File: config.mk
export PLATFORM = sky130hd
export DESIGN_NAME = fetch_stage
export DESIGN_NICKNAME = d
export VERILOG_FILES = /design/src/rtl/machine_pkg.sv /design/src/rtl/fetch_stage.sv
export VERILOG_INCLUDE_DIRS = /design/src /design/src/rtl
export SDC_FILE = /design/constraint.sdc
export NUM_CORES = 1
export LEC_CHECK = 0
export BUFFER_PORTS_ARGS = -buffer_cell sky130_fd_sc_hd__buf_2
export CAP_MARGIN = 20
export CORE_MARGIN = 5
export CORE_UTILIZATION = 41
export CTS_CLUSTER_DIAMETER = 80
export CTS_CLUSTER_SIZE = 24
export DETAILED_ROUTE_END_ITERATION = 10
export PLACE_DENSITY = 0.82
export SLEW_MARGIN = 30
export SYNTH_ARGS = -nofsm -noshare
export SYNTH_HDL_FRONTEND = slang
export SYNTH_SLANG_ARGS = --single-unit
File: constraint.sdc
create_clock -name clock -period 1.5 [get_ports clock]
set_input_delay 0 -clock clock [delete_from_list [all_inputs] [get_ports clock]]
set_output_delay 0 -clock clock [all_outputs]
set_load 0.01 [all_outputs]
File: src/rtl/acc_defs.svh
`ifndef ACC_DEFS_SVH
`define ACC_DEFS_SVH

// Machine word width
`define ACC_WORD_BITS 16

// Word address width, one address per word
`define ACC_ADDR_BITS 12

// Program and data share this many words
`define ACC_MEM_WORDS 4096

`endif

File: src/rtl/machine_pkg.sv
`default_nettype none

`include "acc_defs.svh"

package machine_pkg;

    // One data or instruction word
    typedef logic [`ACC_WORD_BITS-1:0] word_t;

    // One word address into the unified memory
    typedef logic [`ACC_ADDR_BITS-1:0] addr_t;

endpackage

`default_nettype wire

File: src/rtl/fetch_stage.sv
`default_nettype none

module fetch_stage (
    input  wire                     clock,
    input  wire                     rst_n,
    input  wire                     run,
    input  wire                     halted,
    input  wire                     redirect,
    input  wire machine_pkg::addr_t redirect_target,
    output machine_pkg::addr_t      fetch_addr,
    output logic                    fetch_valid
);
    import machine_pkg::*;

    addr_t pc;

    // The PC is the fetch address and the word comes back next cycle
    assign fetch_addr = pc;

    always_ff @(posedge clock) begin
        if (!rst_n || !run) begin
            pc          <= '0;
            fetch_valid <= 1'b0;
        end else begin
            // Word addressed this cycle is wrong if a branch was taken
            fetch_valid <= !halted && !redirect;
            if (redirect) begin
                pc <= redirect_target;
            end else if (!halted) begin
                pc <= pc + addr_t'(1);  // Wraps at the top of memory
            end
        end
    end

    fetch_addr_known: assert property (
        @(posedge clock) disable iff (!rst_n)
        !$isunknown(fetch_addr)
    ) else $error("fetch address unknown");

endmodule

`default_nettype wire

==> impl_results.md <==
- Status: complete, no violations
- Power consumption: between 0.7 and 0.8 mW
- Worst Setup Start Kind: flop
- CTS clock-pin slew for the worst setup and hold paths: approximately 0.08 ns
- Area of the mapped netlist: 701 um^2
- Clock share of power: 31.5%
- Critical path depth in cells: 3
- Maximum count of clock buffers along a single path: 2
- Kind of end point of the critical path: flop
- Worst setup path class: reg2reg
- Area post-placement: 872 um^2
- Worst R2R Path Depth: 3
- Total via count after detailed routing: slightly below 800
- Reg-to-reg startpoint: fetch_addr[4]$_SDFFE_PP0P_
- Arrival time of data at the critical path endpoint: 1.60 ns
- Core area: between 1500 and 2000 um^2
- Die X-Extent: a little over 50 um
- #FFs+latches synth: 13
- Unrepaired setup endpoints after global routing: false
- Number of enable-type register cells in the synthesized netlist: 0
- Wire length per cell after detailed routing: 14.6 um
- Routed wire length on met3: between 150 and 200 um
- Reg2Reg Capture Point: fetch_addr[11]$_SDFFE_PP0P_
- Die area: between 2000 and 3000 um^2
- Internal Power: between 0.5 and 0.6 mW
- Detailed Route WL: between 2000 and 2500 um
- TritonCTS clock tree: yes
- Beginning of the worst hold path: redirect_target[7]
- Number of nets at the end of the flow: 143
- Buffers and inverters on the worst path: 0
- Final ANT Viol Nets: 0
- Register share of total power: 51.7%
- Max-cap violations: 0
- Pin count of the biggest net entering global routing: 21
- Final instance area: ~1000 um^2
- Static Leakage: 0.444 nW
- Initial antenna violation count: 0
- Setup slack, reg-to-reg: approximately 0.076 ns
- Primary FF master, synth: sky130_fd_sc_hd__dfxtp_1
- Count of buffers inserted at the top-level ports: 29
- Routed wire length on met2: about 1000 um
- Final max-slew violation count: 0
- Area grow syn2layout: 43.4%
- Die Y: 51.3 um
- Root buffer cell: sky130_fd_sc_hd__clkbuf_4
- Net count after synthesis: approximately 100
- Final setup violation count: 0
- Number of buffers inserted during clock tree synthesis: 3
- CP required: ~1.7 ns
- GP Congestion: 0.812
- Synthesized instance count: 83
- Net switching component of the power: 0.197 mW
- Clock latency of the later-clocked register in the worst-skew pair: 0.29 ns
- 1st-pass router iterations: 3
- Launch point of the critical path: fetch_addr[4]$_SDFFE_PP0P_
- Vias in the first global route: between 700 and 800
- FMAX: approximately 700 MHz
- Worst Clk Skew: roughly 0.0049 ns
- Average instance area after synthesis: approximately 8.4 um^2
- Number of standard-cell rows in the floorplan: 15
- Maximum single-stage delay on the critical path: 0.54 ns
- Number of hold violations in the final report: 0
- Portion of total power attributed to combinational logic: between 15 and 20%
- Max rail drop VDD: 0.369 mV
- Number of clock sinks seen by CTS: 13
- Cell Pwr Density: between 700 and 800 nW/um^2
- Worst Setup EP: fetch_addr[11]$_SDFFE_PP0P_
- Worst slew margin: between 60% and 70%
- Slew @ Worst Pin: around 0.54 ns
- Wire length of the first global-routing pass: 3350 um
- Layout cell share with drive strength beyond 1: between 30% and 40%
- Number of vias per cell after detailed routing: between 5 and 6
- GRT overflow: 0
- Ant diodes: 0
- Crit path max-delay family: simple AND/OR/NAND/NOR gates
- Highest-delay cell along the critical path: sky130_fd_sc_hd__or4_1
- Num ports: 30
- Synth cell types: 31
- Fraction of the cycle the final worst path needs: between 90% and 100%
- Class of the most critical hold timing path: in2reg
- Yosys warns: 0
- DRC violation count after routing: 0
- Gr usage total: between 15 and 20%
- Highest routed layer: met4
- Met1 layer wirelength in the final routing: about 860 um
- Minimum clock period after layout: between 1 and 1.5 ns
- HPWL after detailed placement: approximately 1400 um
- Post-route setup TNS: 0 ns
- CTS H-tree depth: 1
- Crit-path max FO: 10
- Synth async-reset ratio: 0%
- Sequential area share after synthesis: 37.1%
- Effective utilization at floorplan: between 40% and 50%
- Fraction of power spent switching nets: about 27%
- DRC violation total after the first TritonRoute iteration: 12
- Cell-by-cell listing of the critical path: nand4_2 > or4_1 > and3_1
-- worst min-delay path: stages --
cell and delay (ns):
sky130_fd_sc_hd__buf_2 0.08, sky130_fd_sc_hd__o21ai_0 0.06, sky130_fd_sc_hd__a31oi_1 0.12
-- routing by layer --
layer / up-vias / GRT usage [%]
met4: 0 / 6.99
met1: 360 / 19.5
li1: 396 / -
met5: - / 0
met2: 24 / 30.3
met3: 4 / 7.00
-- power groups by stage --
stage | Combinational (mW) | Clock, mW | Sequential (mW)
2_1_floorplan | 0.0419 | 0 | 0.389
3_3_place_gp | 0.0979 | 0 | 0.382
3_5_place_dp | 0.101 | 0 | 0.383
4_1_cts | 0.118 | 0.232 | 0.375
5_1_grt | 0.134 | 0.255 | 0.375
6_report | 0.121 | 0.227 | 0.373
-- final cells by class --
cell class	instances	area, um^2
multi-input combinational	63	417
sequential	13	268
tap	17	21.3
inverter	2	7.51
timing repair buffer	42	265
fill	151	666
clock buffer	4	26.3
-- Yosys cell counts, types with 2 or more instances --
library cell / n / area [um^2]
sky130_fd_sc_hd__a21oi_1: 3 / 15.0
sky130_fd_sc_hd__a31oi_1: 7 / 43.8
sky130_fd_sc_hd__clkbuf_1: 2 / 7.51
sky130_fd_sc_hd__dfxtp_1: 13 / 260
sky130_fd_sc_hd__inv_1: 2 / 7.51
sky130_fd_sc_hd__nand2_1: 7 / 26.3
sky130_fd_sc_hd__nand3_1: 2 / 10.0
sky130_fd_sc_hd__nor2_1: 2 / 7.51
sky130_fd_sc_hd__nor3_1: 2 / 10.0
sky130_fd_sc_hd__o21ai_0: 12 / 60.1
sky130_fd_sc_hd__o31ai_1: 4 / 30.0
sky130_fd_sc_hd__or3_1: 3 / 18.8
sky130_fd_sc_hd__or4_1: 5 / 37.5
sky130_fd_sc_hd__xor2_1: 2 / 17.5
-- kinds of logic (layout without fill, tap and decap cells) --
group	Yosys count	count (layout)	synth area share [%]
and+or+nand+nor	30	30	27.1
AOI/OAI and AO/OA	28	28	23.6
DFF	13	13	37.1
buffers and inverters	7	48	5.00
xor gates and xnor gates	3	3	3.75
adders and majority gates	1	1	1.79
muxes	1	1	1.61
-- what timing repair did --
| item | CTS | global route |
|---|---|---|
| hold endpoints to repair | 6 | 0 |
| resized for setup | 1 | 5 |
| setup buffers | 0 | 0 |
| setup endpoints to repair | 1 | 3 |
| hold buffers | 9 | 0 |
| pin swaps | 0 | 0 |
-- cell usage in the layout, fill, tap and decap left out --
cell and n:
sky130_fd_sc_hd__nand3b_4 1, sky130_fd_sc_hd__a2111oi_1 1, sky130_fd_sc_hd__a21oi_1 3, sky130_fd_sc_hd__dfxtp_1 11, sky130_fd_sc_hd__nand2_1 7, sky130_fd_sc_hd__nand4_1 1
sky130_fd_sc_hd__clkbuf_1 1, sky130_fd_sc_hd__nand4b_1 1, sky130_fd_sc_hd__or4_1 5, sky130_fd_sc_hd__nand3b_1 1, sky130_fd_sc_hd__dlygate4sd3_1 9, sky130_fd_sc_hd__clkbuf_4 3
sky130_fd_sc_hd__dfxtp_4 2, sky130_fd_sc_hd__nor3_1 2, sky130_fd_sc_hd__inv_1 2, sky130_fd_sc_hd__xor2_1 2, sky130_fd_sc_hd__a31oi_1 7, sky130_fd_sc_hd__nand4_2 1
sky130_fd_sc_hd__nor2b_1 1, sky130_fd_sc_hd__buf_4 4, sky130_fd_sc_hd__and2_1 1, sky130_fd_sc_hd__and3_1 1, sky130_fd_sc_hd__o21ai_0 12, sky130_fd_sc_hd__nand3_1 2
sky130_fd_sc_hd__or3_1 3, sky130_fd_sc_hd__a211oi_1 1, sky130_fd_sc_hd__nor2_1 2, sky130_fd_sc_hd__xnor2_1 1, sky130_fd_sc_hd__mux2_2 1, sky130_fd_sc_hd__o31ai_1 4
sky130_fd_sc_hd__buf_2 29, sky130_fd_sc_hd__ha_2 1, sky130_fd_sc_hd__nand2b_4 1
-- sequential cells by signal, indices dropped and copies added (netlist names) --
name and cells:
fetch_valid 1, fetch_addr 12
-- metrics by stage --
step	hold WS [ns]	util [%]	worst slack [ns]	std cells
2_1_floorplan	0.0768	-	0.0491	83
3_3_place_gp	0.245	52.2	0.0747	128
3_5_place_dp	0.247	52.2	0.0185	128
4_1_cts	0.000612	59.3	0.0488	141
5_1_grt	0.0335	60.1	0.000453	141
6_report	0.00399	60.1	0.0755	141
-- worst min-delay path by stage --
stage,cells past startpoint,endpoint,slack [ns]
after floorplan,1,fetch_valid$_SDFF_PP0_,0.08
after global placement,3,fetch_addr[1]$_SDFFE_PP0P_,0.24
after detailed placement,3,fetch_addr[1]$_SDFFE_PP0P_,0.25
after CTS,3,fetch_addr[7]$_SDFFE_PP0P_,0.0006
after global routing,3,fetch_addr[4]$_SDFFE_PP0P_,0.03
final,3,fetch_addr[7]$_SDFFE_PP0P_,0.004
Power figures use the tool's default switching activity.
