**src/rtl/acc_defs.svh**
```systemverilog
`ifndef ACC_DEFS_SVH
`define ACC_DEFS_SVH

// Machine word width
`define ACC_WORD_BITS 16

// Word address width, one address per word
`define ACC_ADDR_BITS 12

// Program and data share this many words
`define ACC_MEM_WORDS 4096

`endif

```
**src/rtl/machine_pkg.sv**
```systemverilog
`default_nettype none

`include "acc_defs.svh"

package machine_pkg;

    // One data or instruction word
    typedef logic [`ACC_WORD_BITS-1:0] word_t;

    // One word address into the unified memory
    typedef logic [`ACC_ADDR_BITS-1:0] addr_t;

endpackage

`default_nettype wire

```
**src/rtl/isa_pkg.sv**
```systemverilog
`default_nettype none

package isa_pkg;

    typedef enum logic [3:0] {
        OP_LOAD  = 4'd0,
        OP_STORE = 4'd1,
        OP_ADD   = 4'd2,
        OP_SUB   = 4'd3,
        OP_AND   = 4'd4,
        OP_JUMP  = 4'd5,
        OP_JZ    = 4'd6,
        OP_ALUI  = 4'd7,
        OP_HALT  = 4'd8,
        OP_NOP   = 4'd15    // Codes 9 to 14 decode the same way
    } major_op_t;

    typedef enum logic [3:0] {
        ALU_ADD  = 4'd0,
        ALU_SUB  = 4'd1,
        ALU_MUL  = 4'd2,
        ALU_DIV  = 4'd3,
        ALU_SHL  = 4'd4,
        ALU_SHR  = 4'd5,
        ALU_ROL  = 4'd6,
        ALU_ROR  = 4'd7,
        ALU_AND  = 4'd8,
        ALU_OR   = 4'd9,
        ALU_XOR  = 4'd10,
        ALU_NOR  = 4'd11,
        ALU_NAND = 4'd12,
        ALU_XNOR = 4'd13,
        ALU_GT   = 4'd14,
        ALU_EQ   = 4'd15
    } alu_op_t;

    typedef struct packed {
        major_op_t          op;
        machine_pkg::addr_t addr;   // Operand address or jump target
    } mem_fmt_t;

    typedef struct packed {
        major_op_t  op;
        alu_op_t    alu_op;
        logic [7:0] imm;    // Zero-extended into operand2
    } alu_fmt_t;

    // Same 16-bit word, two views
    typedef union packed {
        mem_fmt_t mem;
        alu_fmt_t alu;
    } instr_u;

endpackage

`default_nettype wire

```
**src/rtl/alu.sv**
```systemverilog
`default_nettype none

module alu (
    input  wire isa_pkg::alu_op_t   op,
    input  wire machine_pkg::word_t operand1,
    input  wire machine_pkg::word_t operand2,
    output machine_pkg::word_t      result
);
    import isa_pkg::*;

    always_comb begin
        case (op)
            ALU_ADD:  result = operand1 + operand2;
            ALU_SUB:  result = operand1 - operand2;
            ALU_MUL:  result = operand1 * operand2;     // Low half of the product
            ALU_DIV: begin
                if (operand2 == '0) begin
                    result = '1;
                end else begin
                    result = operand1 / operand2;
                end
            end
            ALU_SHL:  result = operand1 << 1;
            ALU_SHR:  result = operand1 >> 1;           // Logical, zero fill
            ALU_ROL:  result = {operand1[14:0], operand1[15]};
            ALU_ROR:  result = {operand1[0], operand1[15:1]};
            ALU_AND:  result = operand1 & operand2;
            ALU_OR:   result = operand1 | operand2;
            ALU_XOR:  result = operand1 ^ operand2;
            ALU_NOR:  result = ~(operand1 | operand2);
            ALU_NAND: result = ~(operand1 & operand2);
            ALU_XNOR: result = ~(operand1 ^ operand2);
            ALU_GT:   result = (operand1 > operand2) ? 16'd1 : 16'd0;  // Unsigned compare
            ALU_EQ:   result = (operand1 == operand2) ? 16'd1 : 16'd0;
            default:  result = '0;
        endcase
    end

endmodule

`default_nettype wire

```
**src/rtl/execute_stage.sv**
```systemverilog
`default_nettype none

module execute_stage (
    input  wire                     clock,
    input  wire                     rst_n,
    input  wire                     run,
    input  wire machine_pkg::word_t op_word,
    input  wire                     op_valid,
    input  wire machine_pkg::word_t data_rdata,
    output logic                    data_we,
    output machine_pkg::addr_t      data_wr_addr,
    output machine_pkg::word_t      data_wdata,
    output logic                    redirect,
    output machine_pkg::addr_t      redirect_target,
    output machine_pkg::word_t      acc,
    output logic                    halted
);
    import machine_pkg::*;
    import isa_pkg::*;

    instr_u  instr;
    logic    exec_valid;
    logic    last_store_valid;
    addr_t   last_store_addr;
    logic    fwd_hit;
    word_t   mem_operand;
    alu_op_t alu_sel;
    word_t   alu_b;
    word_t   alu_result;

    assign instr      = op_word;
    assign exec_valid = op_valid && !halted;    // Nothing retires after HALT

    // Memory read this operand before last cycle's store landed
    assign fwd_hit     = last_store_valid && (last_store_addr == instr.mem.addr);
    assign mem_operand = fwd_hit ? acc : data_rdata;

    always_comb begin
        alu_sel = ALU_ADD;
        alu_b   = mem_operand;
        case (instr.mem.op)
            OP_SUB:  alu_sel = ALU_SUB;
            OP_AND:  alu_sel = ALU_AND;
            OP_ALUI: begin
                alu_sel = instr.alu.alu_op;
                alu_b   = {8'd0, instr.alu.imm};
            end
            default: alu_sel = ALU_ADD;
        endcase
    end

    alu u_alu (
        .op       (alu_sel),
        .operand1 (acc),
        .operand2 (alu_b),
        .result   (alu_result)
    );

    // Store goes out in the execute cycle itself
    assign data_we      = exec_valid && (instr.mem.op == OP_STORE);
    assign data_wr_addr = instr.mem.addr;
    assign data_wdata   = acc;

    assign redirect = exec_valid &&
                      ((instr.mem.op == OP_JUMP) || ((instr.mem.op == OP_JZ) && (acc == '0)));
    assign redirect_target = instr.mem.addr;

    always_ff @(posedge clock) begin
        if (!rst_n || !run) begin
            acc              <= '0;
            halted           <= 1'b0;
            last_store_valid <= 1'b0;
        end else begin
            last_store_valid <= data_we;    // Only the very next instruction can miss it
            if (exec_valid) begin
                case (instr.mem.op)
                    OP_LOAD:                         acc <= mem_operand;
                    OP_ADD, OP_SUB, OP_AND, OP_ALUI: acc <= alu_result;
                    OP_HALT:                         halted <= 1'b1;
                    default: ;
                endcase
            end
        end
    end

    always_ff @(posedge clock) begin
        last_store_addr <= data_wr_addr;
    end

    no_store_on_redirect: assert property (
        @(posedge clock) disable iff (!rst_n)
        !(redirect && data_we)
    ) else $error("redirect and store in the same cycle");

    halt_is_sticky: assert property (
        @(posedge clock) disable iff (!rst_n)
        (halted && run) ##1 run |-> halted
    ) else $error("halted fell while run stayed high");

endmodule

`default_nettype wire

```
**config.mk**
```make
export PLATFORM = sky130hd
export DESIGN_NAME = execute_stage
export DESIGN_NICKNAME = d
export VERILOG_FILES = /design/src/rtl/machine_pkg.sv /design/src/rtl/isa_pkg.sv /design/src/rtl/alu.sv /design/src/rtl/execute_stage.sv
export VERILOG_INCLUDE_DIRS = /design/src /design/src/rtl
export SDC_FILE = /design/constraint.sdc
export NUM_CORES = 1
export LEC_CHECK = 0
export ABC_AREA = 1
export BUFFER_PORTS_ARGS = -buffer_cell sky130_fd_sc_hd__buf_2
export CORE_ASPECT_RATIO = 0.5
export CORE_MARGIN = 8
export CORE_UTILIZATION = 53
export CTS_BUF_LIST = sky130_fd_sc_hd__clkbuf_4
export DETAILED_ROUTE_END_ITERATION = 8
export GPL_TIMING_DRIVEN = 0
export PLACE_DENSITY_LB_ADDON = 0.05
export SLEW_MARGIN = 20
export SYNTH_ARGS = -nofsm -noshare
export SYNTH_HDL_FRONTEND = slang
export SYNTH_SLANG_ARGS = --single-unit
```
**constraint.sdc**
```tcl
create_clock -name clock -period 39.1 [get_ports clock]
set_clock_uncertainty 0.15 [all_clocks]
set_input_delay 7.82 -clock clock [delete_from_list [all_inputs] [get_ports clock]]
set_output_delay 7.82 -clock clock [all_outputs]
set_load 0.01 [all_outputs]
```
==> metrics <==
outcome=finished, final reports clean; worst-path fanout max=15; largest net degree at the start of global routing=27; R2R Setup Slk=8.86 ns; clock power share=0.129; final wirelength=57,800 um; relative slew slack=0.172; Most common cell on crit path=nand2_1; post-synthesis compound-gate area fraction=0.160; CP Class=primary input to flop; Worst EP arrival=36.91 ns; fmax=0.0272 GHz; H-tree depth=2; n_diodes=0; core area=28,800 sq um; Post-DRT Antenna Nets=0; Slew Viols, Final=0; Initial Utilization=0.536; DRC Markers=0; vias per std cell=between 5 and 6; simple-gate share of the synthesized area=0.301; crit end category=flop; min-delay worst type=flop to flop; hpwl dp=45,700 um; most frequent cells in the layout=nand2_1 (502), inv_1 (379), ha_1 (224), nor2_1 (186), a21oi_1 (133); Pleak=a little under 10 nW; slowest CP cell=a221o_1; warnings from Yosys=0; Tcrit/Tclk final=0.942; die span in y=around 140 um; share of cells above drive strength 1=0.168; TritonCTS clock tree=done; CP max stage delay=0.38 ns; ys flop type=dfxtp_1; max_cap viols=0; IO Port Bufs=94; Top Metal Used=met5; synth-to-layout area growth=11.1%; Worst setup SP type=primary input; distinct cell type count after synthesis=67; asr flop ratio synth=0; Avg Inst Size Synth=roughly 6.5 sq um; Final Hold Vio Count=0; Post-Syn Nets=between 2,000 and 3,000; Total GRT Usage=0.314; routed len/inst=20.0 um; Placed Instance Area=16,400 sq um; DRT met1 WL=26,000 um; Synth Register Bits=30; commonest non-fill, non-tap cell in the layout=nand2_1; NetSw=0.106 mW; clk sinks=30; combinational fraction of design power=0.705; placer congestion estimate=1.05; synthesized area=15,400 sq um; Setup violations, final=0; Layout Nets=around 2,800; clock root cell=clkbuf_4; Post-synth EDFFs=0; GRT overflow=0; Met3 Routed Length=6230 um; first-pass GRT wire length=between 80,000 and 90,000 um; Num CTS Buffers=5; Sw Ratio=0.529; First-pass DRT Iterations=6; Worst Tran Pin Value=1.23 ns; clock edge transition at the registers on the reported setup and hold paths=0.12 ns; vias in the first global route=14,900; row cnt=44; die area=around 35,000 sq um; multiplexer share of the synthesized area=0; I/O pins=95; Post-Synth XOR/XNOR Area=0.0642; Die Width=about 260 um; initial DRC count=1,547; Critical Path RT=roughly 40 ns; clk_lat worst skew=0.35 ns; fin crit period=36.81 ns; met2 WL=23,500 um; cell internal pwr=0.0947 mW; pwr dens=11.7 nW/um^2; initial antenna violation count=1; Post-Synth Adder-Cell Area=0.294; main combinational cell family by area after synthesis=simple AND/OR/NAND/NOR gates; CTS max path bufs=2; VDD IR-drop max=0.0125 mV; Synth Instances=between 2,000 and 2,500; fin area=17,100 sq um; part of the power in registers=0.166; sequential share of the synthesized area=0.0389; DR vias=16,300; final core occ=0.595
flip-flops by register name, summed over array words and instances, names as in the netlist:
register          flops
acc                  16
last_store_addr      12
halted                1
last_store_valid      1
per-stage QoR:
stage	total power, mW	hold slack, ns	setup slack (ns)	TNS [ns]	cells
2_1_floorplan	0.128	0.363	4.48	0	2364
3_3_place_gp	0.164	0.338	-1.65	-1.65	2849
3_5_place_dp	0.166	0.348	-0.766	-0.766	2850
4_1_cts	0.192	0.363	0.0417	0	2859
5_1_grt	0.216	0.389	-0.165	-0.165	2891
6_report	0.201	0.368	2.29	0	2891
cells by family after synthesis:
family	Yosys count
fa+ha+maj	313
simple gates	986
xor+xnor	113
buf+inv	520
flops	30
compound gates	402
synthesized netlist by cell type (11+ instances only):
master,instances,area [sq um]
o21ai_0,87,435
inv_1,381,1430
inv_2,16,60.1
dfxtp_1,30,601
o22ai_1,26,163
o21bai_1,11,82.6
o211ai_1,11,82.6
or2_2,27,169
nand3_2,39,390
xor2_1,63,552
nor2_1,189,709
ha_1,231,2890
nor3_1,16,80.1
buf_4,47,353
o21ai_2,14,123
nor4_1,14,87.6
xnor2_1,50,438
buf_2,11,55.1
o21ai_1,23,115
nand3_1,100,500
nand2_1,509,1910
clkbuf_1,44,165
nand2_2,28,175
a21oi_1,142,711
clkinv_1,12,45.0
nand4_1,17,106
fa_1,82,1640
a21o_1,15,113
power by group through the flow:
stage / sequential [mW] / clock [mW] / combinational (mW)
floorplan: 0.0333 / 0 / 0.0945
global placement: 0.0339 / 0 / 0.130
detailed placement: 0.0340 / 0 / 0.132
CTS: 0.0333 / 0.0259 / 0.133
global route: 0.0334 / 0.0267 / 0.156
finish: 0.0333 / 0.0260 / 0.142
worst max-delay path: cells and delay by family:
kind	cells	cell delay, ns
and+or+nand+nor	116	11.17
adders and majority gates	16	4.95
buffers and inverters	36	2.95
AOI/OAI and AO/OA	64	9.89
final timing paths:
path	startpoint	depth (start not counted)	to
hold reg to reg	halted	2	halted
hold / removal	halted	2	halted
setup / recovery	op_word[11]	232	acc[0]
setup reg to reg	acc[12]	224	acc[0]
what timing repair did:
| action | CTS | global route |
|---|---|---|
| resized for setup | 4 | 98 |
| pin swaps | 1 | 30 |
| setup buffers | 2 | 32 |
| endpoints found under the setup margin | 1 | 2 |
| hold buffers | 0 | 0 |
layer usage:
layer	vias to the layer above	global-route usage
li1	7902	-
met1	7539	0.438
met2	715	0.479
met3	140	0.0699
met4	2	0.0973
met5	-	0
cell type report:
type	count	area [sq um]
tap	391	489
timing repair buffer	129	753
clock inverter	2	33.8
inverter	412	1580
sequential	30	601
clock buffer	5	37.5
fill	2956	11700
multi-input combinational	1814	13000
buffer	108	689
Power figures use the tool's default switching activity.
