### src/rtl/acc_defs.svh
`ifndef ACC_DEFS_SVH
`define ACC_DEFS_SVH

// Machine word width
`define ACC_WORD_BITS 16

// Word address width, one address per word
`define ACC_ADDR_BITS 12

// Program and data share this many words
`define ACC_MEM_WORDS 4096

`endif

### src/rtl/machine_pkg.sv
`default_nettype none

`include "acc_defs.svh"

package machine_pkg;

    // One data or instruction word
    typedef logic [`ACC_WORD_BITS-1:0] word_t;

    // One word address into the unified memory
    typedef logic [`ACC_ADDR_BITS-1:0] addr_t;

endpackage

`default_nettype wire

### src/rtl/isa_pkg.sv
`default_nettype none

package isa_pkg;

    typedef enum logic [3:0] {
        OP_LOAD  = 4'd0,
        OP_STORE = 4'd1,
        OP_ADD   = 4'd2,
        OP_SUB   = 4'd3,
        OP_AND   = 4'd4,
        OP_JUMP  = 4'd5,
        OP_JZ    = 4'd6,
        OP_ALUI  = 4'd7,
        OP_HALT  = 4'd8,
        OP_NOP   = 4'd15    // Codes 9 to 14 decode the same way
    } major_op_t;

    typedef enum logic [3:0] {
        ALU_ADD  = 4'd0,
        ALU_SUB  = 4'd1,
        ALU_MUL  = 4'd2,
        ALU_DIV  = 4'd3,
        ALU_SHL  = 4'd4,
        ALU_SHR  = 4'd5,
        ALU_ROL  = 4'd6,
        ALU_ROR  = 4'd7,
        ALU_AND  = 4'd8,
        ALU_OR   = 4'd9,
        ALU_XOR  = 4'd10,
        ALU_NOR  = 4'd11,
        ALU_NAND = 4'd12,
        ALU_XNOR = 4'd13,
        ALU_GT   = 4'd14,
        ALU_EQ   = 4'd15
    } alu_op_t;

    typedef struct packed {
        major_op_t          op;
        machine_pkg::addr_t addr;   // Operand address or jump target
    } mem_fmt_t;

    typedef struct packed {
        major_op_t  op;
        alu_op_t    alu_op;
        logic [7:0] imm;    // Zero-extended into operand2
    } alu_fmt_t;

    // Same 16-bit word, two views
    typedef union packed {
        mem_fmt_t mem;
        alu_fmt_t alu;
    } instr_u;

endpackage

`default_nettype wire

### src/rtl/operand_stage.sv
`default_nettype none

module operand_stage (
    input  wire                     clock,
    input  wire                     rst_n,
    input  wire                     run,
    input  wire machine_pkg::word_t fetch_word,
    input  wire                     fetch_valid,
    input  wire                     redirect,
    output machine_pkg::addr_t      data_rd_addr,
    output machine_pkg::word_t      op_word,
    output logic                    op_valid
);
    import isa_pkg::*;

    instr_u fetched;
    logic   reads_memory;

    assign fetched = fetch_word;

    // Only these four need the memory word in execute
    always_comb begin
        case (fetched.mem.op)
            OP_LOAD, OP_ADD, OP_SUB, OP_AND: reads_memory = 1'b1;
            default:                         reads_memory = 1'b0;
        endcase
    end

    assign data_rd_addr = (fetch_valid && reads_memory) ? fetched.mem.addr : '0;

    always_ff @(posedge clock) begin
        if (!rst_n || !run) begin
            op_valid <= 1'b0;
        end else begin
            op_valid <= fetch_valid && !redirect;   // Squash behind a taken branch
        end
    end

    always_ff @(posedge clock) begin
        op_word <= fetch_word;
    end

endmodule

`default_nettype wire

### config.mk
export PLATFORM = sky130hd
export DESIGN_NAME = operand_stage
export DESIGN_NICKNAME = d
export VERILOG_FILES = /design/src/rtl/machine_pkg.sv /design/src/rtl/isa_pkg.sv /design/src/rtl/operand_stage.sv
export VERILOG_INCLUDE_DIRS = /design/src /design/src/rtl
export SDC_FILE = /design/constraint.sdc
export NUM_CORES = 1
export LEC_CHECK = 0
export BUFFER_PORTS_ARGS = -buffer_cell sky130_fd_sc_hd__buf_2
export CAP_MARGIN = 20
export CELL_PAD_IN_SITES_DETAIL_PLACEMENT = 1
export CELL_PAD_IN_SITES_GLOBAL_PLACEMENT = 2
export CORE_MARGIN = 2
export CORE_UTILIZATION = 16
export CTS_CLUSTER_SIZE = 25
export DETAILED_ROUTE_END_ITERATION = 12
export PLACE_DENSITY_LB_ADDON = 0.1
export SLEW_MARGIN = 10
export SYNTH_ARGS = -nofsm -noshare
export SYNTH_HDL_FRONTEND = slang
export SYNTH_SLANG_ARGS = --single-unit
### constraint.sdc
create_clock -name clock -period 0.9 [get_ports clock]
set_clock_uncertainty 0.1 [all_clocks]
set_input_delay 0.135 -clock clock [delete_from_list [all_inputs] [get_ports clock]]
set_output_delay 0.135 -clock clock [all_outputs]
set_load 0.02 [all_outputs]
==> qor.csv, run 1 <==
stage,metric,value,unit
final_layout,drive_above_1_share,0.7411,
die,ios,50,
placement,placed_area,895.9,sq um
final_layout,area_growth,138.2,%
final_layout,diodes,0,
global_route,grt_pass1_vias,673,
sta,hold_viol_final,0,
die,die_area,0.003901,sq mm
clock_tree,cts_tree,built,
power_and_ir_drop,peakVddDrop,0.0003762,V
worst_hold_path,hold_class,in -> reg,
final_layout,ff_latch_area,361.6,sq um
logic_synthesis,synth-warning-count,0,
final_layout,final_cell_mix,"buf_6, buf_2, dfxtp_2",
logic_synthesis,netlist_instances,46,
clock_tree,clockRootBuffer,clkbuf_4,
global_route,grt_pass1_wl,3325,um
routing,ant_nets,0,
placement,gp_congestion,0.6519,
logic_synthesis,ys_seq_area_frac,0.6224,
routing,wl,1952,um
final_layout,fin_nets,134,
sta,rsz0062_at_grt,yes,
routing,wire_per_inst,12.35,um
die,die_w,62.46,um
logic_synthesis,synth-seq-cells,17,
worst_hold_path,hold_path_end,op_valid,
clock_tree,htreeDepth,1,
sta,final_max_slew_viol_count,0,
logic_synthesis,syn_area,546.8,sq um
run_status,status,"finished, violations left",
global_route,gr-total-overflow,0,
die,core-area,0.003311,sq mm
setup_path,worstPathMaxFanout,6,
sta,post-route-period-util,1.276,
clock_tree,cts_sinks,17,
run_status,violations,setup timing,
sta,slew_headroom,0.6094,
power_and_ir_drop,p_per_area,1280,mW/mm^2
routing,route.vias.total,603,
clock_tree,cts_made_buffers,3,
die,start_util,0.1652,
global_route,grt_max_degree,14,
placement,dp_slack,-0.3992,ns
die,core.rowCount,21,
sta,tightest_slew,0.5859,ns
final_layout,multi_input_area,274.0,sq um
clock_tree,clk_path_buf_depth,2,
sta,fmax,0.8706,GHz
worst_hold_path,holdPathStages,2,
logic_synthesis,synthesis.area_per_instance,11.89,sq um
placement,io_buffers,49,
routing,drtIter0Drc,12,
routing,via_per_inst,3.816,
run,max-cap-violations,0,
setup_path,path_class,in -> out,
global_route,grt_usage,0.1097,
routing,firstDrtPassIters,2,
setup_path,worstSetupStartpointType,primary input,
routing,drcViolationCount,0,
clock_tree,cts_setup_buffers,0,
sta,setup-violations-final,29,
placement,dp_hpwl,1276,um
sta,final.setup.worst_slack,-0.2486,ns
logic_synthesis,syn-num-nets,67,
setup_path,arrival,0.91,ns
power_and_ir_drop,p_leak,0.5841,nW
setup_path,required,0.66,ns
logic_synthesis,synth_cell_types,10,
final_layout,final_cell_area,0.001303,sq mm
final_layout,nFillCells,383,
sta,post-route-min-period,1.149,ns
final_layout,final_common_cell,buf_6,
worst_hold_path,min-delay-start,rst_n,
global_route,grt_antenna_before_repair,0,
clock_tree,clk_pin_slew,0.10,ns
setup_path,worstSetupEndpointType,primary output,
die,chipHeight,62.46,um
-- synth_stat cells --
master     n  area share
dfxtp_1   17        0.62
clkbuf_1   1      0.0069
mux2_4     1       0.027
nor3_2     9        0.16
buf_2      1      0.0091
buf_6      1       0.021
nand2_1   12       0.082
nor3_1     2       0.018
and4b_1    1       0.018
nor3_4     1       0.030
-- critical path, stage by stage --
cell and delay (ns):
buf_8 0.10, mux2_4 0.38, nor3_2 0.13, buf_4 0.16
-- how the worst max path moves through the flow --
stage,start,end,slack (ns),cells past startpoint
floorplan,fetch_word[13],data_rd_addr[10],-0.16,3
global placement,fetch_word[13],data_rd_addr[11],-0.38,4
detailed placement,fetch_word[13],data_rd_addr[0],-0.40,4
CTS,fetch_word[13],data_rd_addr[0],-0.25,4
global route,fetch_word[13],data_rd_addr[0],-0.28,4
finish,fetch_word[13],data_rd_addr[0],-0.25,4
-- sequential cells by signal, indices dropped and copies added (netlist names) --
signal    count
op_valid      1
op_word      16
-- final cells by class --
cell class / instances / area share
timing repair buffer: 64 / 0.4476
clock buffer: 4 / 0.02017
tap: 46 / 0.04419
multi-input combinational: 27 / 0.2104
sequential: 17 / 0.2776
-- cell families (layout without fill, tap and decap cells) --
kind of cell | Yosys count | count (layout) | synth area share
and+or+nand+nor | 25 | 25 | 0.3135
buffers and inverters | 3 | 68 | 0.03660
DFF | 17 | 17 | 0.6224
muxes | 1 | 2 | 0.02745
-- repair_timing --
| item | CTS | global route |
|---|---|---|
| pin swaps | 2 | 0 |
| setup endpoints to repair | 29 | 29 |
| resized for setup | 77 | 2 |
| endpoints found under the hold margin | 15 | 0 |
| cloned | 1 | 0 |
| hold buffers | 15 | 0 |
-- metrics by stage --
stage               TNS [ns]  total power [mW]  hold slack (ns)    util  instances
global route          -5.090             1.765          0.01998  0.3934        158
finish                -4.075             1.667          0.02642  0.3934        158
detailed placement    -4.324             1.112           0.1545  0.2706        138
CTS                   -4.412             1.695          0.02224  0.3904        158
floorplan             -1.851             1.008          0.06272       -         46
global placement      -4.299             1.113           0.1542  0.2706        138
-- layer usage --
| layer | routed length, um | track usage |
|---|---|---|
| met5 | 0 | 0 |
| met4 | 0 | 0.03611 |
| met3 | 133 | 0.03243 |
| met2 | 1104 | 0.2083 |
| met1 | 713 | 0.1140 |
-- power by group --
part           switching (mW)  internal (mW)
clock                   0.253          0.172
sequential             0.0175          0.799
combinational           0.214          0.211
total                   0.485           1.18
Power figures use the tool's default switching activity.
==> run 2, diff against run 1 <==
Settings changed: GPL_ROUTABILITY_DRIVEN set to 0, PLACE_DENSITY set to 0.78, PLACE_DENSITY_LB_ADDON 0.1 to not set.
==> qor.csv, run 2 (same netlist as run 1, synthesis figures left out) <==
stage,metric,value,unit
sta,post-route-min-period,1.150,ns
sta,setup-violations-final,29,
setup_path,cpPeakStageDelay,0.38,ns
power_and_ir_drop,p_per_area,1252,mW/mm^2
worst_hold_path,holdPathStages,2,
routing,wire_per_inst,13.43,um
global_route,grt_max_degree,14,
sta,final_max_slew_viol_count,0,
die,start_util,0.1652,
sta,post-route-period-util,1.278,
clock_tree,clockRootBuffer,clkbuf_4,
die,core.rowCount,21,
final_layout,fin_util,0.4025,
routing,ant_nets,0,
setup_path,crit_buf_inv,2,
sta,tightest_slew,0.2200,ns
clock_tree,cts_tree,built,
run_status,violations,setup timing,
global_route,grt_antenna_before_repair,0,
placement,dp_slack,-0.4051,ns
sta,hold_viol_final,0,
final_layout,diodes,0,
routing,wl,2148,um
worst_hold_path,hold_class,in -> reg,
clock_tree,cts_made_buffers,3,
clock_tree,clk_pin_slew,0.10,ns
worst_hold_path,hold_path_end,op_valid,
final_layout,drive_above_1_share,0.7456,
routing,firstDrtPassIters,1,
sta,fmax,0.8693,GHz
final_layout,final_cell_mix,"buf_6, buf_2, dfxtp_2",
sta,hold_ws,0.03859,ns
routing,drcViolationCount,0,
run_status,status,"finished, violations left",
die,die_w,62.46,um
die,core-area,0.003311,sq mm
die,die_area,0.003901,sq mm
clock_tree,clk_path_buf_depth,2,
clock_tree,htreeDepth,1,
power_and_ir_drop,peakVddDrop,0.0004025,V
global_route,grt_usage,0.1163,
setup_path,crit_family,multiplexers,
setup_path,path_class,in -> out,
final_layout,final_cell_area,0.001333,sq mm
final_layout,top_register,op_word,
placement,io_buffers,49,
setup_path,arrival,0.92,ns
final_layout,fin_nets,136,
setup_path,cp_cell_sequence,buf_8 > mux2_4 > nor3_4 > buf_6,
power_and_ir_drop,p_leak,0.5984,nW
run,max-cap-violations,0,
worst_hold_path,min-delay-start,rst_n,
placement,dp_hpwl,1397,um
final_layout,reg_top3,"op_word x16, op_valid x1",
setup_path,worstSetupEndpointType,primary output,
sta,slew_headroom,0.8533,
final_layout,largest_reg_flops,16,
sta,final.setup.worst_slack,-0.2503,ns
final_layout,area_growth,143.7,%
global_route,gr-total-overflow,0,
routing,drtIter0Drc,0,
setup_path,worstPathMaxFanout,6,
routing,via_per_inst,3.806,
routing,route.vias.total,609,
sta,rsz0062_at_grt,yes,
global_route,grt_pass1_wl,3546,um
global_route,grt_pass1_vias,708,
die,ios,50,
setup_path,critPathSlowestCell,mux2_4,
placement,placed_area,935.9,sq um
final_layout,final_common_cell,buf_6,
setup_path,required,0.66,ns
die,chipHeight,62.46,um
setup_path,worstSetupStartpointType,primary input,
clock_tree,cts_sinks,17,
sta,fin_setup_tns,-3.973,ns
-- run 2: cell count changes in the layout (fill, tap and decap cells not counted), sizes merged --
cell	change
buf	+2
-- run 2: final cells by class --
cell class	instances	area (sq um)
Clock buffer	4	26.28
Timing Repair Buffer	66	619.3
Tap cell	46	57.56
Sequential cell	17	361.6
Fill cell	394	1978
Multi-Input combinational cell	27	267.8
-- run 2: repair_timing --
action                                  4_1_cts  5_1_grt
resized for setup                            77        0
gates cloned                                  1        0
pin swaps                                     2        0
hold endpoints to repair                     15        0
endpoints found under the setup margin       29       29
hold buffers                                 15        0
setup buffers                                 0        0
-- run 2: through the flow --
stage                     power (mW)  cells
final                          1.668    160
after CTS                      1.677    160
after floorplan                1.008     46
after global routing           1.744    160
after global placement         1.125    140
after detailed placement       1.133    140
-- run 2: worst max-delay path by stage --
| stage | startpoint | to | depth (start not counted) |
|---|---|---|---|
| after floorplan | fetch_word[13] | data_rd_addr[10] | 3 |
| after global placement | fetch_word[13] | data_rd_addr[0] | 4 |
| after global routing | fetch_word[13] | data_rd_addr[9] | 4 |
| after detailed placement | fetch_word[13] | data_rd_addr[0] | 4 |
| after CTS | fetch_word[13] | data_rd_addr[7] | 4 |
| final | fetch_word[13] | data_rd_addr[7] | 4 |
-- run 2: routing by layer --
layer | vias up | global-route usage | share of wire
met5 | - | 0 | 0
met4 | 0 | 0.03333 | 0.013
met3 | 2 | 0.02162 | 0.053
met2 | 25 | 0.2446 | 0.59
met1 | 290 | 0.1110 | 0.35
li1 | 292 | - | -
-- run 2: power breakdown --
part	switching [mW]	internal [mW]	leakage (nW)	total, mW
Clock	0.233	0.172	0.0150	0.405
Combinational	0.217	0.228	0.440	0.445
Sequential	0.0191	0.799	0.144	0.818
==> run 3, diff against run 2 <==
Settings changed: CORE_UTILIZATION 16 to 17, CTS_BUF_LIST set to sky130_fd_sc_hd__clkbuf_2, PLACE_DENSITY 0.78 to 0.73.
==> qor.csv, run 3 (same netlist as run 1, synthesis figures left out) <==
stage,metric,value,unit
power_and_ir_drop,peakVddDrop,0.0003305,V
clock_tree,clockRootBuffer,clkbuf_2,
clock_tree,cts_made_buffers,3,
routing,firstDrtPassIters,1,
worst_hold_path,min-delay-start,fetch_word[15],
run_status,violations,setup timing,
die,ios,50,
clock_tree,htreeDepth,1,
setup_path,crit_path_start,fetch_word[13],
setup_path,path_class,in -> out,
routing,wire_per_inst,12.09,um
final_layout,reg_top3,"op_word x16, op_valid x1",
worst_hold_path,hold_class,in -> reg,
clock_tree,cts_setup_buffers,0,
routing,via_per_inst,3.888,
die,start_util,0.1791,
global_route,grt_antenna_before_repair,0,
final_layout,final_common_cell,buf_6,
final_layout,fin_nets,138,
run,max-cap-violations,0,
power_and_ir_drop,p_per_area,1197,mW/mm^2
sta,post-route-period-util,1.273,
clock_tree,clk_path_buf_depth,2,
global_route,grt_pass1_wl,3029,um
routing,route.vias.total,622,
routing,drcViolationCount,0,
final_layout,nFillCells,336,
sta,post-route-min-period,1.146,ns
final_layout,final_cell_count_no_fill,160,
final_layout,final_cell_mix,"buf_6, buf_2, dlygate4sd3_1",
sta,fmax,0.8726,GHz
setup_path,cp_cell_sequence,buf_8 > mux2_4 > nor3_4 > buf_6,
sta,rsz0062_at_grt,yes,
sta,hold_viol_final,0,
placement,dp_slack,-0.4032,ns
die,die_area,0.003686,sq mm
global_route,busiest_layer,met2,
clock_tree,clk_pin_slew,0.17,ns
clock_tree,cts_tree,built,
global_route,grt_pass1_vias,683,
power_and_ir_drop,p_leak,0.6074,nW
placement,dp_hpwl,1285,um
placement,io_buffers,49,
setup_path,cpPeakStageDelay,0.38,ns
final_layout,top_register,op_word,
die,die_w,60.71,um
sta,final_max_slew_viol_count,0,
sta,slew_headroom,0.8385,
die,core.rowCount,20,
global_route,grt_usage,0.1165,
final_layout,largest_reg_flops,16,
sta,setup-violations-final,29,
setup_path,worstSetupEndpointType,primary output,
setup_path,arrival,0.91,ns
routing,ant_nets,0,
clock_tree,cts_sinks,17,
die,core-area,0.003053,sq mm
sta,fin_setup_tns,-4.488,ns
setup_path,worstSetupStartpointType,primary input,
setup_path,required,0.66,ns
setup_path,worstPathMaxFanout,6,
run_status,status,"finished, violations left",
final_layout,diodes,0,
die,chipHeight,60.71,um
global_route,met2_usage,0.2166,
placement,placedCellCount,137,
global_route,use_met1,0.1206,
final_layout,drive_above_1_share,0.7328,
sta,tightest_slew,0.2422,ns
global_route,grt_max_degree,14,
global_route,use_met3,0.01706,
sta,final.setup.worst_slack,-0.2460,ns
final_layout,area_growth,145.8,%
routing,drtIter0Drc,0,
setup_path,critPathSlowestCell,mux2_4,
routing,wl,1934,um
global_route,gr-total-overflow,0,
==> run 3: routing by layer <==
layer	wire length [um]	up-vias
met5	0	-
met4	27	0
met3	146	2
met2	1057	29
met1	702	298
li1	-	293
==> run 3: power breakdown <==
part           switching [mW]  total (mW)  internal (mW)
Combinational           0.216       0.445          0.229
Clock                   0.245       0.346          0.101
Sequential             0.0181       0.818          0.800
Total                   0.479        1.61           1.13
==> run 3: final cells by class <==
cell class,count,area [sq um],area share
clock buffer,3,15.01,0.01117
clock inverter,1,5.005,0.003724
multi-input combinational,27,274.0,0.2039
sequential,17,361.6,0.2691
tap,44,55.05,0.04097
timing repair buffer,68,633.1,0.4711
==> run 3: stage by stage <==
step             util  hold WS, ns  cell area, sq um  power (mW)
6_report       0.4402      0.04586              1344       1.609
5_1_grt        0.4402      0.01052              1344       1.690
4_1_cts        0.4369      0.01649              1334       1.629
3_5_place_dp   0.2992       0.1536             913.4       1.122
3_3_place_gp   0.2992       0.1509             913.4       1.114
2_1_floorplan       -      0.06272             621.8       1.008
==> run 3: path summary, 6_finish.rpt <==
check                         end  slack [ns]  cells past startpoint
hold / removal        op_word[15]        0.05                      2
setup / recovery  data_rd_addr[3]       -0.25                      4
==> run 3: worst max-delay path: cells and delay by family <==
family | cells | cell delay, ns
multiplexers | 1 | 0.38
buffers and inverters | 2 | 0.24
AND/OR/NAND/NOR | 1 | 0.15
==> run 3: timing repair <==
item                       CTS  global route
hold buffers                18             0
hold endpoints to repair    16             0
cloned                       1             0
pin swaps                    2             0
gates resized for setup     77             2
setup endpoints to repair   29            29
